**config.mk**
```make
export PLATFORM = sky130hd
export DESIGN_NAME = mixControl
export DESIGN_NICKNAME = d
export VERILOG_FILES = /design/src/verilog/mixPkg.sv /design/src/verilog/mixControl.sv
export SDC_FILE = /design/constraint.sdc
export NUM_CORES = 1
export LEC_CHECK = 0
export BUFFER_PORTS_ARGS = -buffer_cell sky130_fd_sc_hd__buf_2
export CAP_MARGIN = 30
export CORE_ASPECT_RATIO = 1.1
export CORE_UTILIZATION = 40
export CTS_CLUSTER_DIAMETER = 30
export DETAILED_ROUTE_END_ITERATION = 16
export PLACE_DENSITY = 0.68
export SYNTH_ARGS = -nofsm -noshare
export SYNTH_HDL_FRONTEND = slang
export SYNTH_SLANG_ARGS = --single-unit
```
**constraint.sdc**
```tcl
create_clock -name clk -period 2.65 [get_ports clk]
set_input_delay 0.265 -clock clk [delete_from_list [all_inputs] [get_ports clk]]
set_output_delay 0.265 -clock clk [all_outputs]
set_load 0.02 [all_outputs]
```
**src/verilog/mixPkg.sv**
```systemverilog
/*
 MIX shared definitions: word and field types, the opcodes of the
 reduced instruction set, write-data selects and the control states.
*/
package mixPkg;

	// sign in bit 30, bytes 1..5 from bit 29 down to bit 0
	typedef logic [30:0] mixWord;
	typedef logic [29:0] mixMagnitude;
	typedef logic [5:0] mixByte;
	typedef logic [11:0] mixAddress;
	// L in bits 5:3, R in bits 2:0
	typedef logic [5:0] mixField;
	typedef logic [5:0] mixOpcode;
	typedef logic [2:0] mixSelect;

	localparam int memoryDepth = 4096;

	localparam mixOpcode opNop = 6'd0;
	localparam mixOpcode opAdd = 6'd1;
	localparam mixOpcode opSub = 6'd2;
	localparam mixOpcode opSpecial = 6'd5;
	localparam mixOpcode opLda = 6'd8;
	localparam mixOpcode opLd1 = 6'd9;
	localparam mixOpcode opLdx = 6'd15;
	localparam mixOpcode opSta = 6'd24;
	localparam mixOpcode opSt1 = 6'd25;
	localparam mixOpcode opStx = 6'd31;
	localparam mixOpcode opJmp = 6'd39;
	localparam mixOpcode opEntA = 6'd48;
	localparam mixOpcode opEnt1 = 6'd49;
	localparam mixOpcode opCmpA = 6'd56;
	localparam mixOpcode opCmpX = 6'd63;

	// register and memory write data sources
	localparam mixSelect selField = 3'd0;
	localparam mixSelect selSum = 3'd1;
	localparam mixSelect selIncrement = 3'd2;
	localparam mixSelect selAddress = 3'd3;
	localparam mixSelect selMerged = 3'd4;

	typedef enum logic [2:0] {
		stIdle,
		stFetch,
		stDecode,
		stExecute,
		stHalted
	} mixState;

endpackage

```
**src/verilog/mixControl.sv**
```systemverilog
/*
 MIX control unit. Steps fetch, decode and execute, keeps the program
 counter and the overflow and comparison flags, and decodes each
 instruction into register writes, stores, jumps and halt.
*/
`timescale 1ns/10ps
module mixControl (
	input logic clk,
	input logic reset,
	input logic start,
	input mixPkg::mixAddress startAddress,
	input mixPkg::mixWord instruction,
	input mixPkg::mixAddress effectiveAddress,
	input logic overflowIn,
	input logic less,
	input logic equal,
	input logic greater,
	output mixPkg::mixAddress memAddress,
	output logic memWrite,
	output logic writeA,
	output logic writeX,
	output logic writeOne,
	output logic writeJ,
	output mixPkg::mixSelect writeSelect,
	output logic subtract,
	output logic compareX,
	output logic operandOne,
	output mixPkg::mixField field,
	output mixPkg::mixAddress programCounter,
	output logic running,
	output logic halted
);
	import mixPkg::*;

	mixState state;
	mixWord currentWord;
	mixAddress operandAddress;
	mixOpcode opcode;
	logic overflowFlag;
	logic lessFlag;
	logic equalFlag;
	logic greaterFlag;
	logic jumpTaken;
	logic halt;
	logic setsOverflow;

	assign opcode = currentWord[5:0];
	assign field = currentWord[11:6];

	// fetch reads at P, decode reads at the new M, execute keeps M
	always_comb begin
		case (state)
			stDecode: memAddress = effectiveAddress;
			stExecute: memAddress = operandAddress;
			default: memAddress = programCounter;
		endcase
	end

	always_comb begin
		case (field)
			6'd0, 6'd1: jumpTaken = 1'b1;
			6'd2: jumpTaken = overflowFlag;
			6'd3: jumpTaken = !overflowFlag;
			6'd4: jumpTaken = lessFlag;
			6'd5: jumpTaken = equalFlag;
			6'd6: jumpTaken = greaterFlag;
			default: jumpTaken = 1'b0;
		endcase
	end

	// decode is only active during execute
	always_comb begin
		memWrite = 1'b0;
		writeA = 1'b0;
		writeX = 1'b0;
		writeOne = 1'b0;
		writeJ = 1'b0;
		writeSelect = selField;
		subtract = 1'b0;
		compareX = 1'b0;
		operandOne = 1'b0;
		halt = 1'b0;
		if (state == stExecute) begin
			case (opcode)
				opNop, opCmpA: ;
				opAdd, opSub: begin
					writeA = 1'b1;
					writeSelect = selSum;
					subtract = (opcode == opSub);
				end
				opSpecial: halt = (field == 6'd2);
				opLda: writeA = 1'b1;
				opLd1: writeOne = 1'b1;
				opLdx: writeX = 1'b1;
				opSta, opSt1, opStx: begin
					memWrite = 1'b1;
					writeSelect = selMerged;
					operandOne = (opcode == opSt1);
					compareX = (opcode == opStx);
				end
				// JSJ leaves J alone
				opJmp: writeJ = jumpTaken && field != 6'd1;
				opEntA, opEnt1: begin
					// F 0 is INC, 1 is DEC, 2 is ENT
					if (field <= 6'd2) begin
						writeA = (opcode == opEntA);
						writeOne = (opcode == opEnt1);
						operandOne = (opcode == opEnt1);
						writeSelect = (field == 6'd2) ? selAddress : selIncrement;
						subtract = (field == 6'd1);
					end
				end
				opCmpX: compareX = 1'b1;
				default: ;
			endcase
		end
	end

	// only A arithmetic touches the overflow toggle
	assign setsOverflow = writeA && (writeSelect == selSum || writeSelect == selIncrement);

	always_ff @(posedge clk) begin
		if (reset) begin
			state <= stIdle;
			programCounter <= '0;
			running <= 1'b0;
			halted <= 1'b0;
			overflowFlag <= 1'b0;
			lessFlag <= 1'b0;
			equalFlag <= 1'b1;
			greaterFlag <= 1'b0;
		end else begin
			case (state)
				stIdle, stHalted: begin
					if (start) begin
						state <= stFetch;
						programCounter <= startAddress;
						running <= 1'b1;
						halted <= 1'b0;
					end
				end
				stFetch: begin
					programCounter <= programCounter + mixAddress'(1);
					state <= stDecode;
				end
				stDecode: state <= stExecute;
				stExecute: begin
					if (halt) begin
						state <= stHalted;
						running <= 1'b0;
						halted <= 1'b1;
					end else begin
						state <= stFetch;
					end
					if (opcode == opJmp && jumpTaken)
						programCounter <= operandAddress;
					// JOV and JNOV both clear the toggle
					if (opcode == opJmp && (field == 6'd2 || field == 6'd3))
						overflowFlag <= 1'b0;
					else if (setsOverflow && overflowIn)
						overflowFlag <= 1'b1;
					if (opcode == opCmpA || opcode == opCmpX) begin
						lessFlag <= less;
						equalFlag <= equal;
						greaterFlag <= greater;
					end
				end
				default: state <= stIdle;
			endcase
		end
	end

	// instruction word and M held through execute
	always_ff @(posedge clk) begin
		if (state == stDecode) begin
			currentWord <= instruction;
			operandAddress <= effectiveAddress;
		end
	end

endmodule

```
==> results of run 1 <==
-- final timing paths --
check | startpoint | to | slack [ns] | cells after the start
max | currentWord[1] | operandOne | 0.38 | 4
min | instruction[5] | currentWord[5] | 0.14 | 1
max reg2reg | currentWord[3] | programCounter[0] | 0.66 | 5
min reg2reg | running | running | 0.46 | 2
-- metrics by stage --
stage	util, %	instance area, µm²	setup WS [ns]	hold WS (ns)
floorplan	-	2690	0.333	0.364
global placement	49.9	3160	0.687	0.443
detailed placement	49.9	3160	0.687	0.443
CTS	51.2	3250	0.346	0.127
global route	51.2	3250	0.172	0.113
finish	51.2	3250	0.379	0.136
-- synth_stat cells (3+ instances only) --
cell,number
a21oi_1,17
a311oi_1,4
a31oi_1,3
and2_1,4
and3_1,3
buf_2,8
buf_4,8
clkbuf_1,7
dfxtp_1,21
edfxtp_1,24
inv_1,8
mux2i_1,17
nand2_1,39
nand2b_1,3
nand3_1,9
nand4_1,3
nor2_1,19
nor3_1,13
nor4_1,5
o211ai_1,3
o21ai_0,19
o311ai_0,6
o31ai_1,7
xnor2_1,6
-- per-layer routing --
layer,track usage (%),vias up
li1,-,1250
met1,31.4,1173
met2,31.2,80
met3,3.65,6
met4,5.36,0
met5,0,-
-- flip-flops by register name (all words and copies together) (netlist names) --
name / cells
currentWord: 12
equalFlag: 1
greaterFlag: 1
halted: 1
lessFlag: 1
operandAddress: 12
overflowFlag: 1
programCounter: 12
running: 1
state: 3
-- logic make-up after synthesis --
family	after synthesis
AO/OA/AOI/OAI	75
XOR/XNOR	8
adder cells (fa/ha/maj)	1
buffers and inverters	33
flip-flops	45
multiplexers	17
AND/OR/NAND/NOR	117
-- power by group --
| group | internal (µW) | switching (µW) |
|---|---|---|
| combinational | 447 | 746 |
| clock | 183 | 249 |
| sequential | 900 | 231 |
| total | 1530 | 1230 |
-- cell type report --
cell class	count	area [µm²]	share of cell area, %
tap	80	100	3.08
clock buffer	5	68.8	2.12
multi-input combinational	218	1390	42.7
sequential	45	1140	35.1
timing repair buffer	94	505	15.6
clock inverter	3	17.5	0.539
inverter	8	30.0	0.924
==> qor.yml, run 1 <==
status: "finished, final reports clean"
synth_area_leaders: "edfxtp_1 (27%), dfxtp_1 (16%), mux2i_1 (6.3%)"
syn_to_final_growth_pct: 20.8
maxSlewHeadroom_pct: 57.2
synth_xor_area_share_pct: 2.61
antenna_found_initial: 0
fin_cells: 453
ant_nets: 0
post_cts_resized: 0
drv_cap: 0
ys_seq_elements: 45
syn_avg_cell_area_um2: 9.08
drt_wl_total_mm: 7.13
post-layout-total-power_uw: 2760
ys_seq_area_share_pct: 42.4
grt_pass1_vias: 2280
synth_enable_flop_cells: 24
cpPeakStageDelay_ns: 0.54
critPathSlowestCell: "edfxtp_1"
synth_compound_area_share_pct: 18.6
root_buffer: "clkbuf_8"
grt_pass1_wl_mm: 11.3
power_density_nw_per_um2: 848
fin_crit_ns: 2.27
synth_fa_ha_area_share_pct: 0.465
hold_violations: 0
mostFrequentLayoutCells: "buf_2 (85), nand2_1 (39), edfxtp_1 (24)"
worstPathCellList: "nor2_1, o211ai_1, a2111oi_0, buf_2"
grtUsageTotal_pct: 21.0
yosysUniqueCellTypes: 54
drive_gt1_share_pct: 30.0
finalSetupTns_ns: 0
cts_hold_buf: 0
gp_congestion: 0.851
crit_path_max_fanout: 10
numPortBuffers: 85
layout_commonest_cell: "buf_2"
max_freq_mhz: 440
async_reset_ff_share_pct: 0
top_layer_used: "met4"
cp_top_family: "compound AO/OA/AOI/OAI gates"
worstPathArrival_ns: 2.01
slew_viol_final: 0
drt-initial-drc-count: 232
critPathRequiredTime_ns: 2.38
synth_top_family_by_area: "simple AND/OR/NAND/NOR gates"
crit_buf_inv: 1
final.setup_skew_ns: 0.00950
tightest_slew_ns: 0.635
coreArea_um2: 6340
cp-start-kind: "register"
ys.flop_type: "edfxtp_1"
placedCellCount: 445
min_path_type: "in2reg"
pin_count: 105
syn_area_um2: 2690
cts_tree: "done"
static-leakage-power_uw: 0.00133
fill_cells: 634
num_antenna_cells: 0
rsz0062_at_grt: "no"
cts_buffer_depth: 2
synth_top_area_share_pct: 26.8
route.met2.wl_mm: 3.21
start_util_pct: 42.4
grt.overflow.total: 0
synthMuxAreaShare_pct: 6.33
met1_length_mm: 3.46
critPathKind: "reg2out"
ys_warn_count: 0
finalNetCount: 435
die_area_um2: 7050
via_per_inst: 5.54
grt_max_degree: 25
dp_hpwl_mm: 5.32
clock_latency_ns: 0.31
h-tree-depth: 2
cts_inserted_buffers: 5
vdd_drop_max_mv: 0.413
path_clk_slew_ns: 0.08
endpoint_kind: "output port"
die_h_um: 88.0
syn_nets: 359
num_vias: 2509
route.met3.wl_um: 382
postCtsSetupRepairBufs: 0
yosysTopAreaCell: "edfxtp_1"
setup_viol: 0
rows: 30
routedWlPerCell_um: 15.7
drt-pass1-iter-count: 5
syn_inst: 296
clock-sinks: 45
remaining_drc_errors: 0
die_w_um: 80.2
yosys.area_share.simple_pct: 23.5
fin_crit_sh_pct: 85.7
(Power assumes the default switching activity.)
==> run 2, diff against run 1 <==
Settings changed: CORE_ASPECT_RATIO 1.1 to default, CORE_MARGIN from default to 2, CTS_CLUSTER_SIZE from default to 12.
==> run 2 against run 1 <==
Against the previous run: critical path depth rose by 2; die area up 4.8%; sequential share of layout area down 0.27 points; clock power increased by 29%; core utilization shrank 0.24 points; clock-buffer cell count up 1; sequential cell count did not move; total power grew 4.7%; worst setup slack got worse by 0.0072 ns; critical path type unchanged; critical endpoint is now writeSelect[0]; largest power group unchanged.
==> qor.yml, run 2 (synthesis gave the netlist of run 1 again) <==
remaining_drc_errors: 0  # unchanged
layout_commonest_cell: "buf_2"
fin_cells: 451  # -0.44%
dp_hpwl_mm: 5.52  # +3.7%
switching_power_uw: 1240  # +0.94%
grtUsageTotal_pct: 20.3  # -0.73 points
cts_tree: "done"
routedWlPerCell_um: 16.5  # +4.7%
start_util_pct: 41.9  # -0.52 points
postCtsSetupRepairBufs: 0  # unchanged
num_vias: 2555  # +1.8%
grt_max_degree: 28  # +12%
fill_cells: 635  # +0.16%
critPathKind: "reg2out"
tightest_slew_ns: 0.727  # +0.0923 ns
cp-start-kind: "register"
drt-pass1-iter-count: 4  # -1
drive_gt1_share_pct: 30.2  # +0.19 points
gp_congestion: 0.901  # +5.8%
seq_area_um2: 1140  # unchanged
drt_wl_total_mm: 7.43  # +4.3%
power_density_nw_per_um2: 881  # +3.9%
hold_violations: 0  # unchanged
syn_to_final_growth_pct: 21.8
stdcell_area_um2: 3270  # +0.77%
grt.overflow.total: 0  # unchanged
setup_viol: 0  # unchanged
power.share.clock_pct: 19.3  # +3.6 points
ant_nets: 0  # unchanged
pwr-share-comb_pct: 42.0  # -1.3 points
grt_pass1_vias: 2388  # +4.7%
rows: 29  # -3.3%
multi_input_area_um2: 1390  # unchanged
clock-sinks: 45  # unchanged
endpoint_kind: "output port"
mostFrequentLayoutCells: "buf_2 (85), nand2_1 (39), edfxtp_1 (24)"
finalNetCount: 436  # +0.23%
pin_count: 105  # unchanged
grt_pass1_wl_mm: 11.9  # +5.2%
slew_viol_final: 0  # unchanged
fin_crit_sh_pct: 86.0  # +0.27 points
num_antenna_cells: 0  # unchanged
post_cts_resized: 0  # unchanged
cts_inserted_buffers: 5  # unchanged
worstPathArrival_ns: 2.01  # about the same
crit_path_max_fanout: 6  # -4
critPathRequiredTime_ns: 2.38  # about the same
numPortBuffers: 85  # unchanged
placedCellCount: 443  # -0.45%
place_area_um2: 3150  # -0.28%
via_per_inst: 5.67  # +2.3%
drt-initial-drc-count: 256  # +10%
rsz0062_at_grt: "no"
coreArea_um2: 6420  # +1.2%
status: "finished, final reports clean"
path_clk_slew_ns: 0.09  # about the same
antenna_found_initial: 0  # unchanged
min_path_type: "in2reg"
cts_hold_buf: 0  # unchanged
die_h_um: 86.0  # -2.3%
die_area_um2: 7390  # +4.8%
fin_crit_ns: 2.28  # +0.00719 ns
static-leakage-power_uw: 0.00135  # +1.2%
swShare_pct: 42.9  # -1.6 points
max_freq_mhz: 439  # -0.32%
maxSlewHeadroom_pct: 51.0  # -6.2 points
root_buffer: "clkbuf_8"
clock_latency_ns: 0.31  # about the same
p_int_uw: 1650  # +7.7%
die_w_um: 86.0  # +7.3%
drv_cap: 0  # unchanged
reg_top3: "currentWord (12), operandAddress (12), programCounter (12)"
vdd_drop_max_mv: 0.330  # -20%
final.setup_skew_ns: 0.00692  # -0.00258 ns
finalSetupTns_ns: 0  # unchanged
cts_buffer_depth: 2  # unchanged
h-tree-depth: 2  # unchanged
seqPwrFrac_pct: 38.8  # -2.2 points
## run 2: changes by cell type in the layout (fill, tap and decap cells not counted), sizes merged
cell	change
clkinv	-2
buf	+1
bufinv	+1
clkbuf	+1
## run 2: per-stage QoR
stage          total power (µW)  hold slack, ns  setup slack (ns)  utilization, %
2_1_floorplan              1950           0.364             0.333               -
3_3_place_gp               2310           0.442             0.695            49.1
3_5_place_dp               2340           0.444             0.703            49.1
4_1_cts                    2890           0.125             0.347            51.0
5_1_grt                    3060           0.113             0.235            51.0
6_report                   2890           0.129             0.372            51.0
## run 2: cell type report
cell class / instances / share of cell area, %
Inverter: 8 / 0.917
Multi-Input combinational cell: 218 / 42.3
Sequential cell: 45 / 34.8
Clock inverter: 2 / 1.15
Tap cell: 77 / 2.94
Timing Repair Buffer: 95 / 15.3
Clock buffer: 6 / 2.52
## run 2: path summary, 6_finish.rpt
check | slack [ns] | end | cells after the start | startpoint
setup / recovery | 0.37 | writeSelect[0] | 6 | currentWord[11]
hold / removal | 0.13 | currentWord[9] | 1 | instruction[9]
setup reg to reg | 0.65 | programCounter[0] | 5 | currentWord[3]
hold reg to reg | 0.47 | running | 2 | running
## run 2: power groups by stage
stage / Sequential [µW] / Clock (µW) / Combinational [µW]
floorplan: 1120 / 0 / 824
global placement: 1120 / 0 / 1190
detailed placement: 1130 / 0 / 1210
CTS: 1110 / 562 / 1220
global route: 1140 / 588 / 1330
finish: 1120 / 556 / 1210
## run 2: critical path: stages (launching register included)
cell,delay [ns]
edfxtp_1,0.40
nor3_2,0.40
nor4b_1,0.33
buf_4,0.19
nand2_1,0.05
a21oi_1,0.15
buf_2,0.18
## run 2: routing by layer
| layer | global-route usage [%] | share of wire (%) | vias to the layer above |
|---|---|---|---|
| met3 | 4.23 | 7.2 | 14 |
| met4 | 7.07 | 1.5 | 0 |
| li1 | - | - | 1250 |
| met1 | 29.1 | 46 | 1202 |
| met5 | 0 | 0 | - |
| met2 | 30.2 | 45 | 89 |
==> run 3, diff against run 2 <==
Settings changed: ABC_AREA from default to 1, CTS_BUF_LIST from default to sky130_fd_sc_hd__clkbuf_8, PLACE_DENSITY 0.68 to 0.67.
==> run 3 against run 2 <==
Against the previous run: worst hold slack got worse by 0.0041 ns; clock skew increased by 0.0085 ns; final area increased by 0.88%; maximum frequency decreased by 3.7%; first-iteration DRC count decreased by 50%; sequential power decreased by 18%; total power decreased by 22%; sequential cell count unchanged; sequential share of layout area decreased by 0.30 points; clock power decreased by 3%; largest cell class unchanged.
==> qor.yml, run 3 <==
synth_area_leaders: "edfxtp_1 (26%), dfxtp_1 (15%), nand2_1 (13%)"
coreArea_um2: 6760  # +5.2%
tightest_slew_ns: 0.529  # -0.198 ns
path_clk_slew_ns: 0.10  # about the same
cts_tree: "done"
fin_crit_ns: 2.37  # +0.0883 ns
critPathKind: "reg2out"
die_h_um: 87.1  # +1.3%
dp_hpwl_mm: 5.23  # -5.1%
maxSlewHeadroom_pct: 64.7  # +14 points
worstPathCellList: "inv_1, nor2_4, inv_2, nor2_4, buf_12, nand2_1, o211ai_1, buf_2"
mostFrequentLayoutCells: "nand2_1 (98), buf_2 (85), nor2_1 (45)"
path_common_cell: "nor2_4"
place_area_um2: 3190  # +1.2%
layout_commonest_cell: "nand2_1"
static-leakage-power_uw: 0.00159  # +18%
endpoint_kind: "output port"
yosysTopAreaCell: "edfxtp_1"
reg_top3: "currentWord (12), operandAddress (12), programCounter (12)"
grtUsageMet3_pct: 4.36  # +0.13 points
syn_area_um2: 2760  # +2.7%
ys_seq_area_share_pct: 41.3  # -1.1 points
post_cts_resized: 0  # unchanged
ys_seq_elements: 45  # unchanged
pin_count: 105  # unchanged
critPathSlowestCell: "dfxtp_1"
synth_common_cells: "nand2_1 (98), nor2_1 (45), nand3_1 (40)"
yosysMostFrequentCell: "nand2_1"
busiest_layer: "met2"
antenna_found_initial: 0  # unchanged
power_density_nw_per_um2: 677  # -23%
die_w_um: 87.1  # +1.3%
cp-start-kind: "register"
gp_congestion: 0.885  # -1.8%
drt-pass1-iter-count: 4  # unchanged
synth_enable_flop_cells: 24  # unchanged
fin_crit_sh_pct: 89.3  # +3.3 points
final.setup_skew_ns: 0.0154  # +0.00846 ns
drt-initial-drc-count: 127  # -50%
slew_viol_final: 0  # unchanged
placedCellCount: 521  # +18%
ant_nets: 0  # unchanged
drive_gt1_share_pct: 29.4  # -0.82 points
synth_top_area_share_pct: 26.1  # -0.72 points
r2r_cells: 6  # +1
async_reset_ff_share_pct: 0  # unchanged
ys_warn_count: 0  # unchanged
cts_hold_buf: 0  # unchanged
drt_wl_total_mm: 6.89  # -7.2%
critPathRequiredTime_ns: 2.38  # about the same
grt_pass1_vias: 2507  # +5.0%
globalRouteMet2Util_pct: 32.1  # +1.9 points
yosysUniqueCellTypes: 36  # -33%
grtUsageTotal_pct: 18.8  # -1.4 points
h-tree-depth: 2  # unchanged
grt_max_degree: 23  # -18%
remaining_drc_errors: 0  # unchanged
syn_nets: 432  # +20%
num_antenna_cells: 0  # unchanged
post-layout-total-power_uw: 2240  # -22%
finalNetCount: 511  # +17%
finalSetupTns_ns: 0  # unchanged
start_util_pct: 40.9  # -0.98 points
via_per_inst: 5.02  # -11%
clock_latency_ns: 0.31  # about the same
fin_cells: 529  # +17%
grt.overflow.total: 0  # unchanged
status: "finished, final reports clean"
crit_path_max_fanout: 22  # +16
syn_avg_cell_area_um2: 7.49  # -18%
cpPeakStageDelay_ns: 0.41  # about the same
max_freq_mhz: 423  # -3.7%
syn_to_final_growth_pct: 19.6
root_buffer: "clkbuf_8"
worstPathArrival_ns: 2.10  # +0.09 ns
whs_path_depth: 1  # unchanged
die_area_um2: 7590  # +2.6%
rows: 30  # +3.4%
ys.flop_type: "edfxtp_1"
stdcell_area_um2: 3300  # +0.88%
cts_buffer_depth: 2  # unchanged
cts_inserted_buffers: 5  # unchanged
setup_viol: 0  # unchanged
rsz0062_at_grt: "no"
numPortBuffers: 85  # unchanged
clock-sinks: 45  # unchanged
syn_inst: 369  # +25%
grtUsageMet1_pct: 24.0  # -5.1 points
postCtsSetupRepairBufs: 0  # unchanged
hold_violations: 0  # unchanged
min_path_type: "in2reg"
fin_util_pct: 48.9  # -2.1 points
vdd_drop_max_mv: 0.306  # -7.3%
drv_cap: 0  # unchanged
routedWlPerCell_um: 13.0  # -21%
grt_pass1_wl_mm: 11.4  # -4.1%
num_vias: 2654  # +3.9%
-- run 3: where the power goes --
group          leakage (µW)  total (µW)  internal, µW  switching, µW
clock             0.0000585         541           283            258
combinational       0.00114         782           267            515
sequential         0.000392         914           829           84.9
total               0.00159        2240          1380            857
-- run 3: final cells by class --
cell class / count / area (µm²)
clock buffers: 5 / 68.8
flip-flops and latches: 45 / 1140
inverters: 43 / 166
multi-input cells: 266 / 1330
fillers: 700 / 3450
clock inverters: 3 / 43.8
repair buffers: 87 / 453
well taps: 80 / 100
-- run 3: layer usage --
| layer | vias up | share of wire (%) |
|---|---|---|
| li1 | 1365 | - |
| met1 | 1198 | 46 |
| met2 | 80 | 47 |
| met3 | 11 | 6.0 |
| met4 | 0 | 1.5 |
| met5 | - | 0 |
-- run 3: stage by stage --
stage | hold WS, ns | setup slack [ns]
global placement | 0.442 | 0.623
finish | 0.124 | 0.283
detailed placement | 0.444 | 0.601
floorplan | 0.364 | 0.802
global route | 0.114 | 0.0848
CTS | 0.119 | 0.245
-- run 3: worst max-delay path: cells and delay by family, from the launching register on --
kind            cells  cell delay, ns
buf+inv             4            0.67
simple gates        3            0.62
compound gates      1            0.09
flops               1            0.41
-- run 3: path summary, 6_finish.rpt --
path | startpoint | endpoint | slack [ns]
setup / recovery | state[1] | memAddress[9] | 0.28
hold / removal | instruction[8] | currentWord[8] | 0.12
setup reg to reg | state[1] | currentWord[5] | 0.75
hold reg to reg | lessFlag | lessFlag | 0.46
-- run 3: cells by family after synthesis --
logic type / share of synthesized area, %
buf+inv: 10.6
xor+xnor: 0.317
compound gates: 10.4
flops: 41.3
simple gates: 37.0
fa+ha+maj: 0.453
